===== src/source/light_grid_pkg.sv =====
package light_grid_pkg;

    // ##########################################################
    // Grid geometry and bus constants
    // ##########################################################

    localparam int bank_width = 32;         // Lights per RAM word.

    typedef logic [15:0] pos_t;
    typedef logic [7:0]  reg_addr_t;

    localparam logic [1:0] axi_resp_okay = 2'b00;

    // Register map.
    localparam reg_addr_t reg_start   = 8'h00;
    localparam reg_addr_t reg_end     = 8'h04;
    localparam reg_addr_t reg_command = 8'h08;   // Write pushes an instruction.
    localparam reg_addr_t reg_status  = 8'h0C;
    localparam reg_addr_t reg_count   = 8'h10;

    localparam int status_done_bit = 0;
    localparam int status_busy_bit = 1;

    // ##########################################################
    // Instruction and register word types
    // ##########################################################

    typedef enum logic [1:0] {
        op_off    = 2'b00,
        op_toggle = 2'b01,
        op_on     = 2'b11
    } grid_op_t;

    typedef struct packed {
        logic     last;
        grid_op_t op;
        pos_t     start_row;
        pos_t     start_col;
        pos_t     end_row;
        pos_t     end_col;
    } grid_instr_t;

    typedef struct packed {
        pos_t row;
        pos_t col;
    } corner_word_t;

    typedef struct packed {
        logic [28:0] pad;
        logic        last;                 // Ends the run.
        grid_op_t    op;
    } command_word_t;

    // Same 32-bit write word, meaning picked by address.
    typedef union packed {
        corner_word_t  corner;
        command_word_t command;
    } reg_word_t;

endpackage


===== src/source/instr_fifo.sv =====
module instr_fifo #(
    parameter int depth = 4
) (
    input  logic                        clk,
    input  logic                        reset,
    input  light_grid_pkg::grid_instr_t in_instr,
    input  logic                        in_valid,
    output logic                        in_ready,
    output light_grid_pkg::grid_instr_t out_instr,
    output logic                        out_valid,
    input  logic                        out_ready
);
    import light_grid_pkg::*;

    localparam int ptr_width  = (depth > 1) ? $clog2(depth) : 1;
    localparam int fill_width = $clog2(depth + 1);

    grid_instr_t           mem [depth];
    logic [ptr_width-1:0]  wr_ptr;
    logic [ptr_width-1:0]  rd_ptr;
    logic [fill_width-1:0] fill;
    logic                  push;
    logic                  pop;

    assign in_ready  = (fill != fill_width'(depth));
    assign out_valid = (fill != '0);
    assign push      = in_valid && in_ready;
    assign pop       = out_valid && out_ready;
    assign out_instr = mem[rd_ptr];   // Head entry, held in flops.

    always_ff @(posedge clk) begin
        if (reset) begin
            wr_ptr <= '0;
            rd_ptr <= '0;
            fill   <= '0;
        end else begin
            if (push) begin
                wr_ptr <= (wr_ptr == ptr_width'(depth - 1)) ? '0 : wr_ptr + 1'b1;
            end
            if (pop) begin
                rd_ptr <= (rd_ptr == ptr_width'(depth - 1)) ? '0 : rd_ptr + 1'b1;
            end
            case ({push, pop})
                2'b10:   fill <= fill + 1'b1;
                2'b01:   fill <= fill - 1'b1;
                default: ;                       // Both or neither, level unchanged.
            endcase
        end
    end

    always_ff @(posedge clk) begin
        if (push) begin
            mem[wr_ptr] <= in_instr;
        end
    end

endmodule


===== config.mk =====
export PLATFORM = sky130hd
export DESIGN_NAME = instr_fifo
export DESIGN_NICKNAME = d
export VERILOG_FILES = /design/src/source/light_grid_pkg.sv /design/src/source/instr_fifo.sv
export SDC_FILE = /design/constraint.sdc
export NUM_CORES = 1
export LEC_CHECK = 0
export BUFFER_PORTS_ARGS = -buffer_cell sky130_fd_sc_hd__clkbuf_2
export CORE_MARGIN = 2
export CORE_UTILIZATION = 55
export CTS_CLUSTER_SIZE = 20
export DETAILED_ROUTE_END_ITERATION = 7
export MAX_ROUTING_LAYER = met4
export PLACE_DENSITY = 0.77
export SLEW_MARGIN = 40
export SYNTH_ARGS = -nofsm -noshare
export SYNTH_HDL_FRONTEND = slang
export SYNTH_SLANG_ARGS = --single-unit

===== constraint.sdc =====
create_clock -name clk -period 5.2 [get_ports clk]
set_input_delay 1.04 -clock clk [delete_from_list [all_inputs] [get_ports clk]]
set_output_delay 1.04 -clock clk [all_outputs]
set_load 0.02 [all_outputs]

==> run summary <==
The worst setup path is launched from a flop. The leakage power of the design is 4.11 nW. The final period demand of the worst path is 3590 ps. The worst reg-to-reg setup slack is 2650 ps. The tool flagged a number of max-cap violations equal to 0. The I/O pin total is 140.

The width of the die came out at 140 um. The library cell used most frequently in the layout, excluding fill and tap cells, is sky130_fd_sc_hd__edfxtp_1. The class of the most critical hold timing path is flop to flop. After synthesis, flip-flops and latches occupy 81.0% of the total area. The cell with the biggest individual delay on the critical path is sky130_fd_sc_hd__dfxtp_4. The post-detailed-route wirelength per cell is 22.0 um.

The number of port buffers came out at 139. The net total in the final layout came out at 642. The via count of the first global-routing pass is 5035. The die is 140 um tall. The total standard cell area after synthesis is 10200 um2. The worst hold slack across all endpoints came out at 537 ps. The final worst-path cycle share came out at 69.0%.

The share of total power dissipated in sequential elements is 47.4%. The critical path's largest stage delay is 810 ps. After clock tree synthesis, the setup repair step added 0 buffers. Summed over all instances, the cell type with the most area after synthesis is sky130_fd_sc_hd__edfxtp_1. The net count after synthesis is 480. The number of antenna violations at the first check in global routing is 0. In this run, distinct cell masters in the synthesized netlist total 25. The fill cell instance count of the final layout is 1132.

Using the TritonRoute via totals, the vias-per-cell ratio works out to 5.69. The standard-cell row count came out at 49. Hold repair after CTS inserted 0 buffers. The synthesis-stage register bit count is 277.

Walking the worst path, the cells encountered are buf_4, mux4_2, clkbuf_2. In this run the number of H-tree levels came out at 1. The post-layout utilization of the core is 67.1%.

The net load switching power is 1.59 mW. The total count of max-transition violations in the final report came out at 0. The power per standard cell area came out at 490 nW/um2. Leaving out fill and tap cells, the most frequent cells in the layout are sky130_fd_sc_hd__edfxtp_1 (268), sky130_fd_sc_hd__clkbuf_2 (139), sky130_fd_sc_hd__mux4_2 (67). VDD sags by at most 0.000337 V. The largest buffer count on any clock path is 3. The count of routing violations after the opening detailed-route iteration came out at 279.

STA puts the critical path data arrival time at 2550 ps. The total overflow reported by the global router is 0. The highest net fanout along the worst path is 34. Setup repair after global routing left no endpoint under its margin.

The post-placement cell area is 11200 um2. The count of nets left with antenna violations once routing finished came out at 0. The number of clock sinks is 277. The half-perimeter wire length of the detailed placement result came out at 11.6 mm. The proportion of netlist area held by the largest area contributor came out at 79.2%. The number of cells after detailed placement came out at 764.

The count of endpoints failing setup in the final report came out at 0. The final setup slack of the worst path came out at 1610 ps. The routed via count is 4625. The setup path with the least slack is of type flop to output port. TritonCTS built the clock tree. The design draws 5.93 mW. The slew of the pin with the lowest slew margin is 693 ps. The clock latency on the worst-skew pair is 500 ps.

The required time of the worst setup path came out at 4160 ps. The count of endpoints failing hold in the final timing report came to 0. The relative max-transition margin came out at 53.8%. For this run, the total global-route usage over all layers was measured as 19.1%. The region available for standard cell placement spans 18000 um2. The pre-CTS worst setup slack came out at 2060 ps.

The internal power consumption came out at 4.34 mW. The count of cells along the worst register-to-register path is 8. The fraction of registers with async set or reset after synthesis came out at 0%. The setup TNS after final layout came out at 0 ps. Per report_power, the combinational group accounts for 21.5% of the total. The dominant register cell in the synthesized netlist is sky130_fd_sc_hd__edfxtp_1. The non-filler instance count after layout came out at 813. The repair_antennas step left the layout with diodes totalling 0. The die outline area came out at 19600 um2. The flow ran to the end, and the final reports show no timing, DRC or antenna violations.

The length of the first detailed-routing pass in iterations came out at 6. The clock root buffer is sky130_fd_sc_hd__clkbuf_16. The maximum clock frequency is 279 MHz. Entering global routing, the biggest net connects 35 pins. The hold path depth is 2. The synthesized area divided by synthesized cell count is 25.3 um2.

The count of instances resized after the clock tree is built is 0. The area growth from synthesis to layout is 19.1%. The wire length after detailed routing is 17.9 mm.

The first-pass GRT wire length is 27.9 mm. The total clock buffers created by CTS came out at 27. The number of flops mapped to enable cells by yosys is 268. The synthesized instance count came out at 402. The clock power share came out at 31.2%. The endpoint class of the critical path is an output port. By area the synthesized netlist is led by sky130_fd_sc_hd__edfxtp_1 (79%), sky130_fd_sc_hd__mux4_2 (15%), sky130_fd_sc_hd__dfxtp_1 (1.8%). The total number of yosys warnings came out at 0. The starting density of the core came out at 56.4%.

The number of DRC violations after detailed routing came out at 0. The layout cell share with drive strength beyond 1 is 44.9%. The clock-pin slew reported for the worst setup and hold paths after clock tree synthesis came out at 60 ps. The switching part of the total came out at 26.8%. For the final database, setup skew stands at 6.30 ps. Routability-driven placement finished with a final weighted congestion of 0.705. The cell area after layout came out at 12100 um2.
-- layer usage --
| layer | up-vias | GRT usage (%) | share of wire, % |
|---|---|---|---|
| met5 | - | - | 0 |
| met4 | 0 | 3.63 | 1.4 |
| met3 | 21 | 4.27 | 6.4 |
| met2 | 154 | 29.7 | 49 |
| met1 | 2409 | 27.1 | 43 |
| li1 | 2041 | - | - |
-- registers in the layout, summed over array words and instances, names as in the netlist, named ones only --
register and cells:
rd_ptr 2, wr_ptr 2, fill 3, mem 268
-- power groups by stage --
stage               logic (mW)  clock network (mW)  registers [mW]
detailed placement        1.29                   0            2.86
floorplan                0.954                   0            2.77
global route              1.36                1.98            2.84
CTS                       1.30                1.89            2.82
finish                    1.27                1.85            2.81
global placement          1.21                   0            2.87
-- path summary, 6_finish.rpt --
kind | from | end
worst min register to register | rd_ptr[0] | flop
worst max-delay path | flop | out_instr[51]
worst max register to register | fill[2] | fill[2]
worst min-delay path | rd_ptr[0] | flop
-- cell families after synthesis --
family	count (synthesis)	synth area share, %
flip-flops	277	81.0
adder cells (fa/ha/maj)	7	0.936
AND/OR/NAND/NOR	17	0.998
XOR/XNOR	2	0.172
AO/OA/AOI/OAI	7	0.443
multiplexers	69	15.1
buffers and inverters	23	1.39
-- worst max-delay path, delay by kind of cell, from the launching register on --
| kind | cells | cell delay [ps] |
|---|---|---|
| multiplexers | 1 | 580 |
| buffers and inverters | 2 | 640 |
| flip-flops | 1 | 810 |
-- area by class of cell --
type,count,area [um2],share of cell area [%]
clock buffer,33,698,5.77
clock inverter,16,156,1.29
multi-input combinational,102,1800,14.9
tap,229,287,2.37
timing repair buffer,150,891,7.37
inverter,6,22.5,0.186
sequential,277,8240,68.1
-- cells in the mapped netlist (all sizes together), types with 2 or more instances --
cell / instances
buf: 16
dfxtp: 9
nand2b: 2
nand2: 2
a21oi: 3
edfxtp: 268
mux2i: 2
o21ai: 2
xor2: 2
and3: 4
mux4: 67
inv: 6
ha: 6
nor2: 4
or3: 4
Power figures use the tool's default switching activity.
