File: src/source/light_grid_pkg.sv
package light_grid_pkg;

    // ##########################################################
    // Grid geometry and bus constants
    // ##########################################################

    localparam int bank_width = 32;         // Lights per RAM word.

    typedef logic [15:0] pos_t;
    typedef logic [7:0]  reg_addr_t;

    localparam logic [1:0] axi_resp_okay = 2'b00;

    // Register map.
    localparam reg_addr_t reg_start   = 8'h00;
    localparam reg_addr_t reg_end     = 8'h04;
    localparam reg_addr_t reg_command = 8'h08;   // Write pushes an instruction.
    localparam reg_addr_t reg_status  = 8'h0C;
    localparam reg_addr_t reg_count   = 8'h10;

    localparam int status_done_bit = 0;
    localparam int status_busy_bit = 1;

    // ##########################################################
    // Instruction and register word types
    // ##########################################################

    typedef enum logic [1:0] {
        op_off    = 2'b00,
        op_toggle = 2'b01,
        op_on     = 2'b11
    } grid_op_t;

    typedef struct packed {
        logic     last;
        grid_op_t op;
        pos_t     start_row;
        pos_t     start_col;
        pos_t     end_row;
        pos_t     end_col;
    } grid_instr_t;

    typedef struct packed {
        pos_t row;
        pos_t col;
    } corner_word_t;

    typedef struct packed {
        logic [28:0] pad;
        logic        last;                 // Ends the run.
        grid_op_t    op;
    } command_word_t;

    // Same 32-bit write word, meaning picked by address.
    typedef union packed {
        corner_word_t  corner;
        command_word_t command;
    } reg_word_t;

endpackage

File: src/source/axil_instr_port.sv
module axil_instr_port #(
    parameter int result_width = 13
) (
    input  logic                        clk,
    input  logic                        reset,
    // AXI4-Lite write channels
    input  light_grid_pkg::reg_addr_t   awaddr,
    input  logic                        awvalid,
    output logic                        awready,
    input  logic [31:0]                 wdata,
    input  logic                        wvalid,
    output logic                        wready,
    output logic [1:0]                  bresp,
    output logic                        bvalid,
    input  logic                        bready,
    // AXI4-Lite read channels
    input  light_grid_pkg::reg_addr_t   araddr,
    input  logic                        arvalid,
    output logic                        arready,
    output logic [31:0]                 rdata,
    output logic [1:0]                  rresp,
    output logic                        rvalid,
    input  logic                        rready,
    // Instruction stream
    output light_grid_pkg::grid_instr_t instr,
    output logic                        instr_valid,
    input  logic                        instr_ready,
    // Engine status
    input  logic                        count_done,
    input  logic [result_width-1:0]     count_value,
    input  logic                        busy
);
    import light_grid_pkg::*;

    corner_word_t start_corner;
    corner_word_t end_corner;
    reg_word_t    wword;
    logic         write_idle;
    logic         write_take;
    logic         read_take;
    logic [31:0]  read_word;

    // ##########################################################
    // Write path
    // ##########################################################

    assign wword      = wdata;
    assign write_idle = !bvalid && !instr_valid;   // No response or push pending.
    assign awready    = write_idle && wvalid;      // AW and W are taken together.
    assign wready     = write_idle && awvalid;
    assign write_take = awvalid && awready;
    assign bresp      = axi_resp_okay;

    always_ff @(posedge clk) begin
        if (reset) begin
            bvalid      <= 1'b0;
            instr_valid <= 1'b0;
        end else begin
            if (bvalid && bready) begin
                bvalid <= 1'b0;
            end
            if (instr_valid && instr_ready) begin
                instr_valid <= 1'b0;
                bvalid      <= 1'b1;               // Respond only once the FIFO took it.
            end
            if (write_take) begin
                if (awaddr == reg_command) begin
                    instr_valid <= 1'b1;
                end else begin
                    bvalid <= 1'b1;
                end
            end
        end
    end

    always_ff @(posedge clk) begin
        if (write_take) begin
            case (awaddr)
                reg_start: start_corner <= wword.corner;
                reg_end:   end_corner   <= wword.corner;
                reg_command: begin
                    instr.last      <= wword.command.last;
                    instr.op        <= wword.command.op;
                    instr.start_row <= start_corner.row;
                    instr.start_col <= start_corner.col;
                    instr.end_row   <= end_corner.row;
                    instr.end_col   <= end_corner.col;
                end
                default: ;
            endcase
        end
    end

    // ##########################################################
    // Read path
    // ##########################################################

    assign arready   = !rvalid;
    assign read_take = arvalid && arready;
    assign rresp     = axi_resp_okay;

    always_comb begin
        read_word = '0;
        case (araddr)
            reg_start: read_word = start_corner;
            reg_end:   read_word = end_corner;
            reg_status: begin
                read_word[status_done_bit] = count_done;
                read_word[status_busy_bit] = busy;
            end
            reg_count: read_word = 32'(count_value);
            default:   read_word = '0;
        endcase
    end

    always_ff @(posedge clk) begin
        if (reset) begin
            rvalid <= 1'b0;
        end else if (read_take) begin
            rvalid <= 1'b1;
        end else if (rvalid && rready) begin
            rvalid <= 1'b0;
        end
    end

    always_ff @(posedge clk) begin
        if (read_take) begin
            rdata <= read_word;
        end
    end

endmodule

File: config.mk
export PLATFORM = sky130hd
export DESIGN_NAME = axil_instr_port
export DESIGN_NICKNAME = d
export VERILOG_FILES = /design/src/source/light_grid_pkg.sv /design/src/source/axil_instr_port.sv
export SDC_FILE = /design/constraint.sdc
export NUM_CORES = 1
export LEC_CHECK = 0
export BUFFER_PORTS_ARGS = -buffer_cell sky130_fd_sc_hd__buf_2
export CORE_MARGIN = 8
export CORE_UTILIZATION = 31
export CTS_BUF_LIST = sky130_fd_sc_hd__clkbuf_4 sky130_fd_sc_hd__clkbuf_8
export DETAILED_ROUTE_END_ITERATION = 16
export PLACE_DENSITY = 0.63
export SLEW_MARGIN = 10
export SYNTH_ARGS = -nofsm -noshare
export SYNTH_HDL_FRONTEND = slang
export SYNTH_SLANG_ARGS = --single-unit
File: constraint.sdc
create_clock -name clk -period 7.6 [get_ports clk]
set_clock_uncertainty 0.15 [all_clocks]
set_input_delay 1.52 -clock clk [delete_from_list [all_inputs] [get_ports clk]]
set_output_delay 1.52 -clock clk [all_outputs]
set_load 0.02 [all_outputs]
==> qor.txt, run 1 <==
Maximum frequency from static timing analysis: 276 MHz
Crit end category: output pin
Origin of the worst setup path: wvalid
Reported leakage power: 2.81 nW
RSZ-0062 raised after global routing: no
Post-synth top cells: 163 x edfxtp_1, 34 x mux2i_1, 24 x nor2_1
Synth warnings: 0
Normalized max-slew margin: 0.211
Final antenna diode count: 0
Rows: 50
Sum of net half-perimeters after detailed placement: 9510 um
Total Nets Final: 559
Post-Synthesis Mean Instance Area: 19.6 um^2
Die footprint: 23500 um^2
Synth top area share: 0.838
Post-synth ARST share: 0
Final Hold Viols: 0
Number of filler cells placed in the layout: 1745
Synth area leader: edfxtp_1
Overall die height: 153 um
Clock latency on the worst-skew pair: 0.43 ns
Startpoint kind of the worst setup timing path: primary input
Clock Path Buffers: 2
Type of the most critical hold path: reg2reg
Overall Global Routing Usage: 0.116
Power density over cell area: 232 nW/um^2
Global-route wire length before repair: 20700 um
Synthesized instance count: 298
Netlist area before placement: 5840 um^2
Type of the setup path with the least slack: in2out
H-tree levels: 4
Startpoint of the most critical hold path: start_corner[6]
Number of setup violations in the final report: 0
Number of global-route vias before repair: 3672
Number of synthesized flops with an enable pin: 163
Count of cells resized by post-cts repair: 0
Run status: finished, final reports clean
Number of buffers added by the clock tree synthesis step: 17
Floorplan Core Area: 18600 um^2
Via-to-Cell Ratio: 4.43
Maximum fanout encountered on the critical timing path: 2
Area growth from synthesis to layout: 26.8%
Post-detailed-route DRC marker count: 0
Maximum number of pins on one net before global-route repair: 40
Cell with the largest stage delay on the worst path: buf_2
Slew @ Worst Pin: 1.18 ns
Area occupied by registers: 4950 um^2
Most frequent cell after synthesis: edfxtp_1
Detailed router's first-iteration violation count: 121
Final-report max-slew violation count: 0
Count of input and output buffers: 175
Delay of the slowest cell on the worst path: 0.19 ns
Slack of the worst reg-to-reg path: 5.61 ns
Period utilization: 0.476
Worst-path clk slew: 0.06 ns
Clock root cell: clkbuf_8
Worst path arrival time: 1.95 ns
Number of buffers inserted by post-CTS setup repair: 0
Dominant synthesized flop cell: edfxtp_1
Reg2Reg Launch Point: bvalid
Top Ports: 180
Most frequent cell on the critical path: buf_2
Drt total wl: 13600 um
Clock Sink Count: 166
Sum of internal, switching and leakage power: 1.72 mW
Number of unique standard cell types used by synthesis: 33
Fraction of the yosys area taken by sequential cells: 0.848
Critical Path RT: 5.93 ns
DR pass1 iterations: 4
CTS Hold Bufs: 0
CP cell instances: buf_2, nor3b_1, buf_2
WL/cell: 18.5 um
Total via count after detailed routing: 3259
Post-route ant nets: 0
Initial antenna violation count: 2
Horizontal die dimension: 153 um
Initial standard-cell utilization of the core: 0.314
Setup TNS Final: 0 ns
Gpl congestion: 0.734
Max-cap violations: 0
Layout cells sized above 1: 0.451
Total grt overflow: 0
Time the final worst path needs with I/O delays and setup: 3.62 ns
Clock tree from TritonCTS: yes
Final core occ: 0.399
Top post-synthesis cells by area: edfxtp_1 84%, mux2i_1 5.8%, nor2_1 1.5%
Worst IR drop on VDD: 98.0 uV
Combined area of the multi-input logic cells: 826 um^2
Number of flip-flops and latches in the synthesized netlist: 166
-- final timing paths --
| kind | to | cells after the start |
|---|---|---|
| worst max register to register | instr[45] | 3 |
| worst min register to register | instr[38] | 0 |
| worst min-delay path | instr[38] | 0 |
| worst max-delay path | awready | 3 |
-- sequential cells by signal, indices dropped and copies added, names as in the netlist --
name / flops
rdata: 32
instr: 67
bvalid: 1
rvalid: 1
instr_valid: 1
end_corner: 32
start_corner: 32
-- report_power, final --
| group | internal (mW) | switching, mW |
|---|---|---|
| combinational | 0.0309 | 0.0492 |
| clock | 0.328 | 0.301 |
| sequential | 1.01 | 0.00375 |
-- kinds of logic after synthesis --
group | Yosys count | synth area share
flip-flops | 166 | 0.848
AO/OA/AOI/OAI | 18 | 0.0199
AND/OR/NAND/NOR | 63 | 0.0563
other | 1 | 0.000642
multiplexers | 34 | 0.0582
buffers and inverters | 16 | 0.0169
-- placed cells by master, fill, tap and decap left out --
cell type     n
mux2i_1      34
clkbuf_8     18
edfxtp_1    163
nand2b_1      2
a21oi_1      11
bufinv_16     2
o32a_1        2
clkinvlp_4    2
inv_1         2
nor2b_1       2
a31o_1        1
nor3b_1       2
nor4_1        1
nor2b_4       1
inv_6         1
nor3_2        1
or2_1         4
conb_1        4
or2b_1        1
dfxtp_1       3
or3b_2        1
o22a_1        1
a211oi_1      1
nand2_1      12
nor2_1       24
o41ai_1       1
or3b_1        1
clkinv_4      1
nor4b_2       1
buf_2       175
a22oi_1       1
nand4bb_1     1
buf_4         7
clkinv_2      1
or4b_1        1
clkbuf_4      7
or2_2         6
nor4_2        2
-- area by class of cell --
class	instances	share of cell area
Multi-Input combinational cell	119	0.111
Inverter	2	0.00101
Clock buffer	25	0.0405
Clock inverter	7	0.0132
Tap cell	234	0.0395
Timing Repair Buffer	182	0.125
Sequential cell	166	0.669
-- per-layer routing --
metal | routed length [um] | track usage | vias up
li1 | - | - | 1508
met1 | 5280 | 0.124 | 1607
met2 | 7020 | 0.202 | 127
met3 | 1120 | 0.0507 | 13
met4 | 127 | 0.0372 | 4
met5 | 27 | 0 | -
-- worst max-delay path: cells and delay by family --
kind          cells  cell delay [ns]
buf+inv           2             0.28
simple gates      1             0.15
-- through the flow --
step                      instance area [um^2]  hold WS, ns  cells  worst slack (ns)
after floorplan                           5850        0.276    301             0.271
after global placement                    7010        0.277    703              3.97
after detailed placement                  7010        0.282    703              3.98
after CTS                                 7410        0.295    735              3.98
after global routing                      7410        0.308    735              3.92
final                                     7410        0.296    735              3.98
Note: power is estimated with default switching activity, not from simulation.
==> inputs of run 2 (changes only) <==
- ABC_AREA: not set -> 1
- clock period: 7.6 -> 3.16 ns (I/O delays scaled with it)
==> run 2 against run 1 <==
Cell count grew 9.3%. Die area decreased by 0.46%. Register-to-register slack worse by 4.5 ns. Largest cell class unchanged. Utilization rose by 0.18 points. Via count rose by 6.8%. Critical path type is now reg2out. Total power up 140%.
==> qor.txt, run 2 <==
Cell area after placement: 7060 um^2 (+0.70%)
Fraction of the yosys area taken by sequential cells: 0.852 (+0.00438)
CP cell instances: inv_1, nand2_1, nor2_1, buf_2
Maximum fanout encountered on the critical timing path: 3 (+1)
Detailed router's first-iteration violation count: 162 (+34%)
Highest Signal Layer: met5
Synth area leader: edfxtp_1
Type of the most critical hold path: in2reg
Reported leakage power: 2.92 nW (+4.0%)
Count of input and output buffers: 175 (unchanged)
Run status: finished, final reports clean
Clock tree from TritonCTS: yes
Worst path arrival time: 1.25 ns (-0.70 ns)
Global-route wire length before repair: 21300 um (+3.0%)
Total Nets Final: 627 (+12%)
Sum of internal, switching and leakage power: 4.08 mW (+140%)
Synthesized instance count: 363 (+22%)
Overall die height: 153 um (-0.23%)
RSZ-0062 raised after global routing: no
Normalized max-slew margin: 0.425 (+0.214)
Layout cells sized above 1: 0.404 (-0.0469)
Horizontal die dimension: 153 um (-0.23%)
Critical path's top delay family: flip-flops
WL/cell: 17.4 um (-5.9%)
Synth top area share: 0.842 (+0.00433)
Final Hold Viols: 0 (unchanged)
Clock Sink Count: 166 (unchanged)
Rows: 50 (unchanged)
Final antenna diode count: 0 (unchanged)
Clock latency on the worst-skew pair: 0.45 ns (+0.02 ns)
Via-to-Cell Ratio: 4.34 (-2.2%)
Overall Global Routing Usage: 0.121 (+0.00453)
Floorplan Core Area: 18600 um^2 (unchanged)
Initial antenna violation count: 1 (-1)
DR pass1 iterations: 5 (+1)
Maximum number of pins on one net before global-route repair: 68 (+70%)
Period utilization: 0.642
Count of cells resized by post-cts repair: 0 (unchanged)
Post-detailed-route DRC marker count: 0 (unchanged)
Number of buffers added by the clock tree synthesis step: 17 (unchanged)
Top Ports: 180 (unchanged)
Number of global-route vias before repair: 3786 (+3.1%)
Post-route insts no fill: 803 (+9.3%)
Top post-synthesis cells by area: edfxtp_1 84%, nand2_1 6.6%, nand3_1 2.7%
Cell Count Post-Placement: 771 (+9.7%)
Leading cell type in the layout, fill and taps excluded: buf_2
Number of synthesized flops with an enable pin: 163 (unchanged)
Time the final worst path needs with I/O delays and setup: 2.03 ns
Post-synth ARST share: 0 (unchanged)
Post-synth top cells: 163 x edfxtp_1, 102 x nand2_1, 31 x nand3_1
Most frequent cells in the layout: 175 x buf_2, 163 x edfxtp_1, 100 x nand2_1, 31 x nand3_1
Crit end category: output pin
Final core occ: 0.400 (+0.00175)
Final-report max-slew violation count: 0 (unchanged)
Met3 routed WL: 1140 um (+1.6%)
Total met2 wirelength after detailed routing: 6890 um (-1.9%)
Post-Synthesis Mean Instance Area: 16.0 um^2 (-18%)
Type of the setup path with the least slack: reg2out
Clock Path Buffers: 2 (unchanged)
Most frequent cell after synthesis: edfxtp_1
Delay of the slowest cell on the worst path: 0.32 ns (+0.13 ns)
Initial standard-cell utilization of the core: 0.313 (-0.00162)
Dominant synthesized flop cell: edfxtp_1
Area of all placed cells without fillers: 7440 um^2 (+0.44%)
Worst IR drop on VDD: 228 uV (+130%)
Number of flip-flops and latches in the synthesized netlist: 166 (unchanged)
Power density over cell area: 549 nW/um^2 (+140%)
H-tree levels: 4 (unchanged)
Number of setup violations in the final report: 0 (unchanged)
Startpoint kind of the worst setup timing path: flop
Post-route ant nets: 0 (unchanged)
Register bank with the most flops: instr
Synth warnings: 0 (unchanged)
Number of buffers inserted by post-CTS setup repair: 0 (unchanged)
Clock root cell: clkbuf_8
Number of unique standard cell types used by synthesis: 18 (-45%)
Die footprint: 23400 um^2 (-0.46%)
Total grt overflow: 0 (unchanged)
Area growth from synthesis to layout: 28.0%
Drt total wl: 14000 um (+2.8%)
Worst-path clk slew: 0.09 ns (+0.03 ns)
Gpl congestion: 0.749 (+2.1%)
Cell with the largest stage delay on the worst path: dfxtp_1
Max-cap violations: 0 (unchanged)
Maximum frequency from static timing analysis: 493 MHz
Met1 wire length: 5720 um (+8.5%)
Total via count after detailed routing: 3482 (+6.8%)
Critical Path RT: 2.38 ns (-3.55 ns)
Max reg flops: 67 (unchanged)
Sum of net half-perimeters after detailed placement: 9760 um (+2.6%)
Netlist area before placement: 5810 um^2 (-0.51%)
CTS Hold Bufs: 0 (unchanged)
CP bufs+invs: 2 (unchanged)
Slew @ Worst Pin: 0.861 ns (-0.320 ns)
[run 2: worst reg2reg max path, stage by stage, from the launching register on]
cell and delay (ns):
dfxtp_1 0.32, inv_1 0.07, nand2_1 0.11, nor3_4 0.19
nand3_1 0.22, nor2_4 0.41, buf_12 0.25
[run 2: per-layer routing]
metal | GRT usage | vias to the layer above
li1 | - | 1657
met2 | 0.201 | 145
met1 | 0.135 | 1659
met3 | 0.0510 | 19
met4 | 0.0452 | 2
met5 | 0 | -
[run 2: worst paths after layout]
| path | from | to | slack (ns) | cells past startpoint |
|---|---|---|---|---|
| setup reg to reg | bvalid | end_corner[30] | 1.13 | 6 |
| hold / removal | wdata[3] | end_corner[3] | 0.22 | 1 |
| setup / recovery | bvalid | awready | 1.13 | 4 |
| hold reg to reg | start_corner[18] | instr[50] | 0.30 | 0 |
[run 2: report_power, final]
| group | switching (mW) | total [mW] | internal [mW] |
|---|---|---|---|
| clock network | 0.757 | 1.47 | 0.715 |
| registers | 0.00696 | 2.43 | 2.43 |
| logic | 0.118 | 0.179 | 0.0607 |
| total | 0.883 | 4.08 | 3.20 |
[run 2: area by class of cell]
class | instances | area (um^2)
clock buffer | 19 | 249
clock inverter | 13 | 133
fill | 1738 | 11100
inverter | 23 | 86.3
multi-input combinational | 168 | 773
sequential | 166 | 4950
tap | 234 | 293
timing repair buffer | 180 | 951
[run 2: metrics by stage]
| step | TNS, ns | hold slack (ns) | setup slack (ns) |
|---|---|---|---|
| CTS | 0 | 0.175 | 1.10 |
| global route | 0 | 0.175 | 0.997 |
| detailed placement | 0 | 0.283 | 0.812 |
| floorplan | -4.45 | 0.277 | -0.0664 |
| global placement | 0 | 0.278 | 0.829 |
| finish | 0 | 0.216 | 1.13 |
[run 2: logic make-up after synthesis]
group / Yosys count / share of synthesized area
other: 1 / 0.000645
AND/OR/NAND/NOR: 160 / 0.116
buffers and inverters: 32 / 0.0273
AO/OA/AOI/OAI: 4 / 0.00344
flip-flops: 166 / 0.852
==> inputs of run 3 (changes only) <==
- PLACE_DENSITY: 0.63 -> 0.61
- clock period: 3.16 -> 1.9 ns (I/O delays scaled with it)
==> run 3 against run 2 <==
Count of clock-buffer cells in the layout fell by 1. Critical path depth grew 1. Die area unchanged. Sequential share of layout area decreased by 4.2 points. Combinational power rose by 98%. Setup slack lost 0.98 ns. Sequential power is 67% higher. Hold slack worse by 0.16 ns. Total power grew 76%. First-iteration DRC count rose by 34%. Sequential cell count did not move. Critical path type is now reg2reg. Largest power group unchanged. Highest routed layer is now met4.
==> qor.txt, run 3 (synthesis results as in run 2) <==
Int Power: 5.67 mW (+77%)
Clock latency on the worst-skew pair: 0.45 ns (about the same)
Maximum fanout encountered on the critical timing path: 35 (+32)
Worst-path clk slew: 0.08 ns (about the same)
WL/cell: 16.6 um (-4.5%)
Number of global-route vias before repair: 4008 (+5.9%)
Post-detailed-route DRC marker count: 0 (unchanged)
Sum of net half-perimeters after detailed placement: 10400 um (+6.9%)
DR pass1 iterations: 4 (-1)
Cell Count Post-Placement: 779 (+1.0%)
Startpoint kind of the worst setup timing path: flop
Layout cells sized above 1: 0.388 (-0.0163)
Area of all placed cells without fillers: 7940 um^2 (+6.7%)
Worst IR drop on VDD: 498 uV (+120%)
Clock Sink Count: 166 (unchanged)
Area growth from synthesis to layout: 36.6%
Net switching component of the power: 1.53 mW (+73%)
Setup crit end: instr[24]
Drt total wl: 14000 um (+0.44%)
H-tree levels: 4 (unchanged)
Total via count after detailed routing: 3631 (+4.3%)
Rows: 50 (unchanged)
Detailed router's first-iteration violation count: 217 (+34%)
Global-route wire length before repair: 21900 um (+3.0%)
Count of input and output buffers: 175 (unchanged)
Worst path arrival time: 1.74 ns (+0.49 ns)
Slack of the worst reg-to-reg path: 0.15 ns (-0.98 ns)
Time the final worst path needs with I/O delays and setup: 1.75 ns
Final-report max-slew violation count: 0 (unchanged)
Overall die height: 153 um (unchanged)
Sum of internal, switching and leakage power: 7.20 mW (+76%)
Maximum number of pins on one net before global-route repair: 36 (-47%)
Part of the power in the clock network: 0.389 (+0.029)
Initial standard-cell utilization of the core: 0.313 (unchanged)
Clock tree from TritonCTS: yes
Total grt overflow: 0 (unchanged)
Via-to-Cell Ratio: 4.30 (-0.90%)
Most frequent cells in the layout: 175 x buf_2, 163 x edfxtp_1, 101 x nand2_1, 34 x dlygate4sd3_1, 31 x nand3_1
Final Hold Viols: 0 (unchanged)
Top Ports: 180 (unchanged)
Horizontal die dimension: 153 um (unchanged)
Max-cap violations: 0 (unchanged)
Post-route ant nets: 0 (unchanged)
Post-route insts no fill: 845 (+5.2%)
Floorplan Core Area: 18600 um^2 (unchanged)
Type of the setup path with the least slack: reg2reg
Critical Path RT: 1.89 ns (-0.49 ns)
Power density over cell area: 907 nW/um^2 (+65%)
Number of buffers inserted by post-CTS setup repair: 0 (unchanged)
Gpl congestion: 0.780 (+4.0%)
Reg power frac: 0.562 (-0.034)
Count of cells resized by post-cts repair: 0 (unchanged)
Origin of the worst setup path: instr_valid
Total Nets Final: 669 (+6.7%)
Leading cell type in the layout, fill and taps excluded: buf_2
Max reg flops: 67 (unchanged)
Reg-to-reg critical path endpoint: instr[24]
Sw Share: 0.213 (-0.00345)
Final antenna diode count: 0 (unchanged)
Maximum frequency from static timing analysis: 572 MHz
Run status: finished, final reports clean
Overall Global Routing Usage: 0.122 (+0.00136)
RSZ-0062 raised after global routing: no
Number of buffers added by the clock tree synthesis step: 17 (unchanged)
Reported leakage power: 3.15 nW (+7.9%)
Clock root cell: clkbuf_8
Comb power frac: 0.049 (+0.005)
Reg2Reg Launch Point: instr_valid
Crit end category: flop
Initial antenna violation count: 0 (-1)
Register bank with the most flops: instr
Type of the most critical hold path: in2reg
Cell area after placement: 7150 um^2 (+1.3%)
Number of setup violations in the final report: 0 (unchanged)
Number of cells traversed by the worst register-to-register path: 5 (-1)
Clock Path Buffers: 2 (unchanged)
Die footprint: 23400 um^2 (unchanged)
Startpoint of the most critical hold path: instr_ready
Period utilization: 0.921
[run 3: power groups by stage]
stage / clock network (mW) / logic (mW) / registers (mW)
2_1_floorplan: 0 / 0.0782 / 4.19
3_5_place_dp: 0 / 0.307 / 4.13
5_1_grt: 3.05 / 0.387 / 4.05
3_3_place_gp: 0 / 0.298 / 4.13
6_report: 2.80 / 0.355 / 4.05
4_1_cts: 2.89 / 0.362 / 4.05
[run 3: how the worst min path moves through the flow]
stage                              to  slack [ns]  depth (start not counted)
final                     instr_valid        0.06                          3
after global routing        rdata[12]        0.04                          3
after CTS                 instr_valid        0.02                          3
after detailed placement    instr[19]        0.28                          0
after global placement      instr[19]        0.28                          0
after floorplan             instr[11]        0.28                          0
[run 3: through the flow]
step	setup slack, ns	hold WS, ns	utilization	TNS, ns
after floorplan	-1.13	0.277	-	-87.42
after global placement	0.0187	0.279	0.385	0
after detailed placement	0.0233	0.282	0.385	0
after CTS	0.143	0.0175	0.427	0
after global routing	0.0214	0.0411	0.427	0
final	0.150	0.0577	0.427	0
[run 3: layer usage]
layer / global-route usage / part of all wire
met5: 0 / 0
met4: 0.0481 / 0.016
met3: 0.0451 / 0.071
met2: 0.203 / 0.50
met1: 0.141 / 0.41
[run 3: critical path, cell delays in order, from the launching register on]
cell	delay [ns]
dfxtp_2	0.34
inv_2	0.05
nand2_2	0.07
nor3_4	0.22
nor3b_4	0.33
buf_12	0.26
[run 3: timing repair]
action                                  in CTS  in global routing
endpoints found under the hold margin       70                  0
hold buffers                                34                  0
endpoints found under the setup margin       0                  0
[run 3: layout make-up]
type                    count  area, um^2
fillers                  1683       10600
flip-flops and latches    166        4960
repair buffers            222        1400
multi-input cells         168         756
well taps                 234         293
clock buffers              18         241
clock inverters            14         205
inverters                  23        86.3
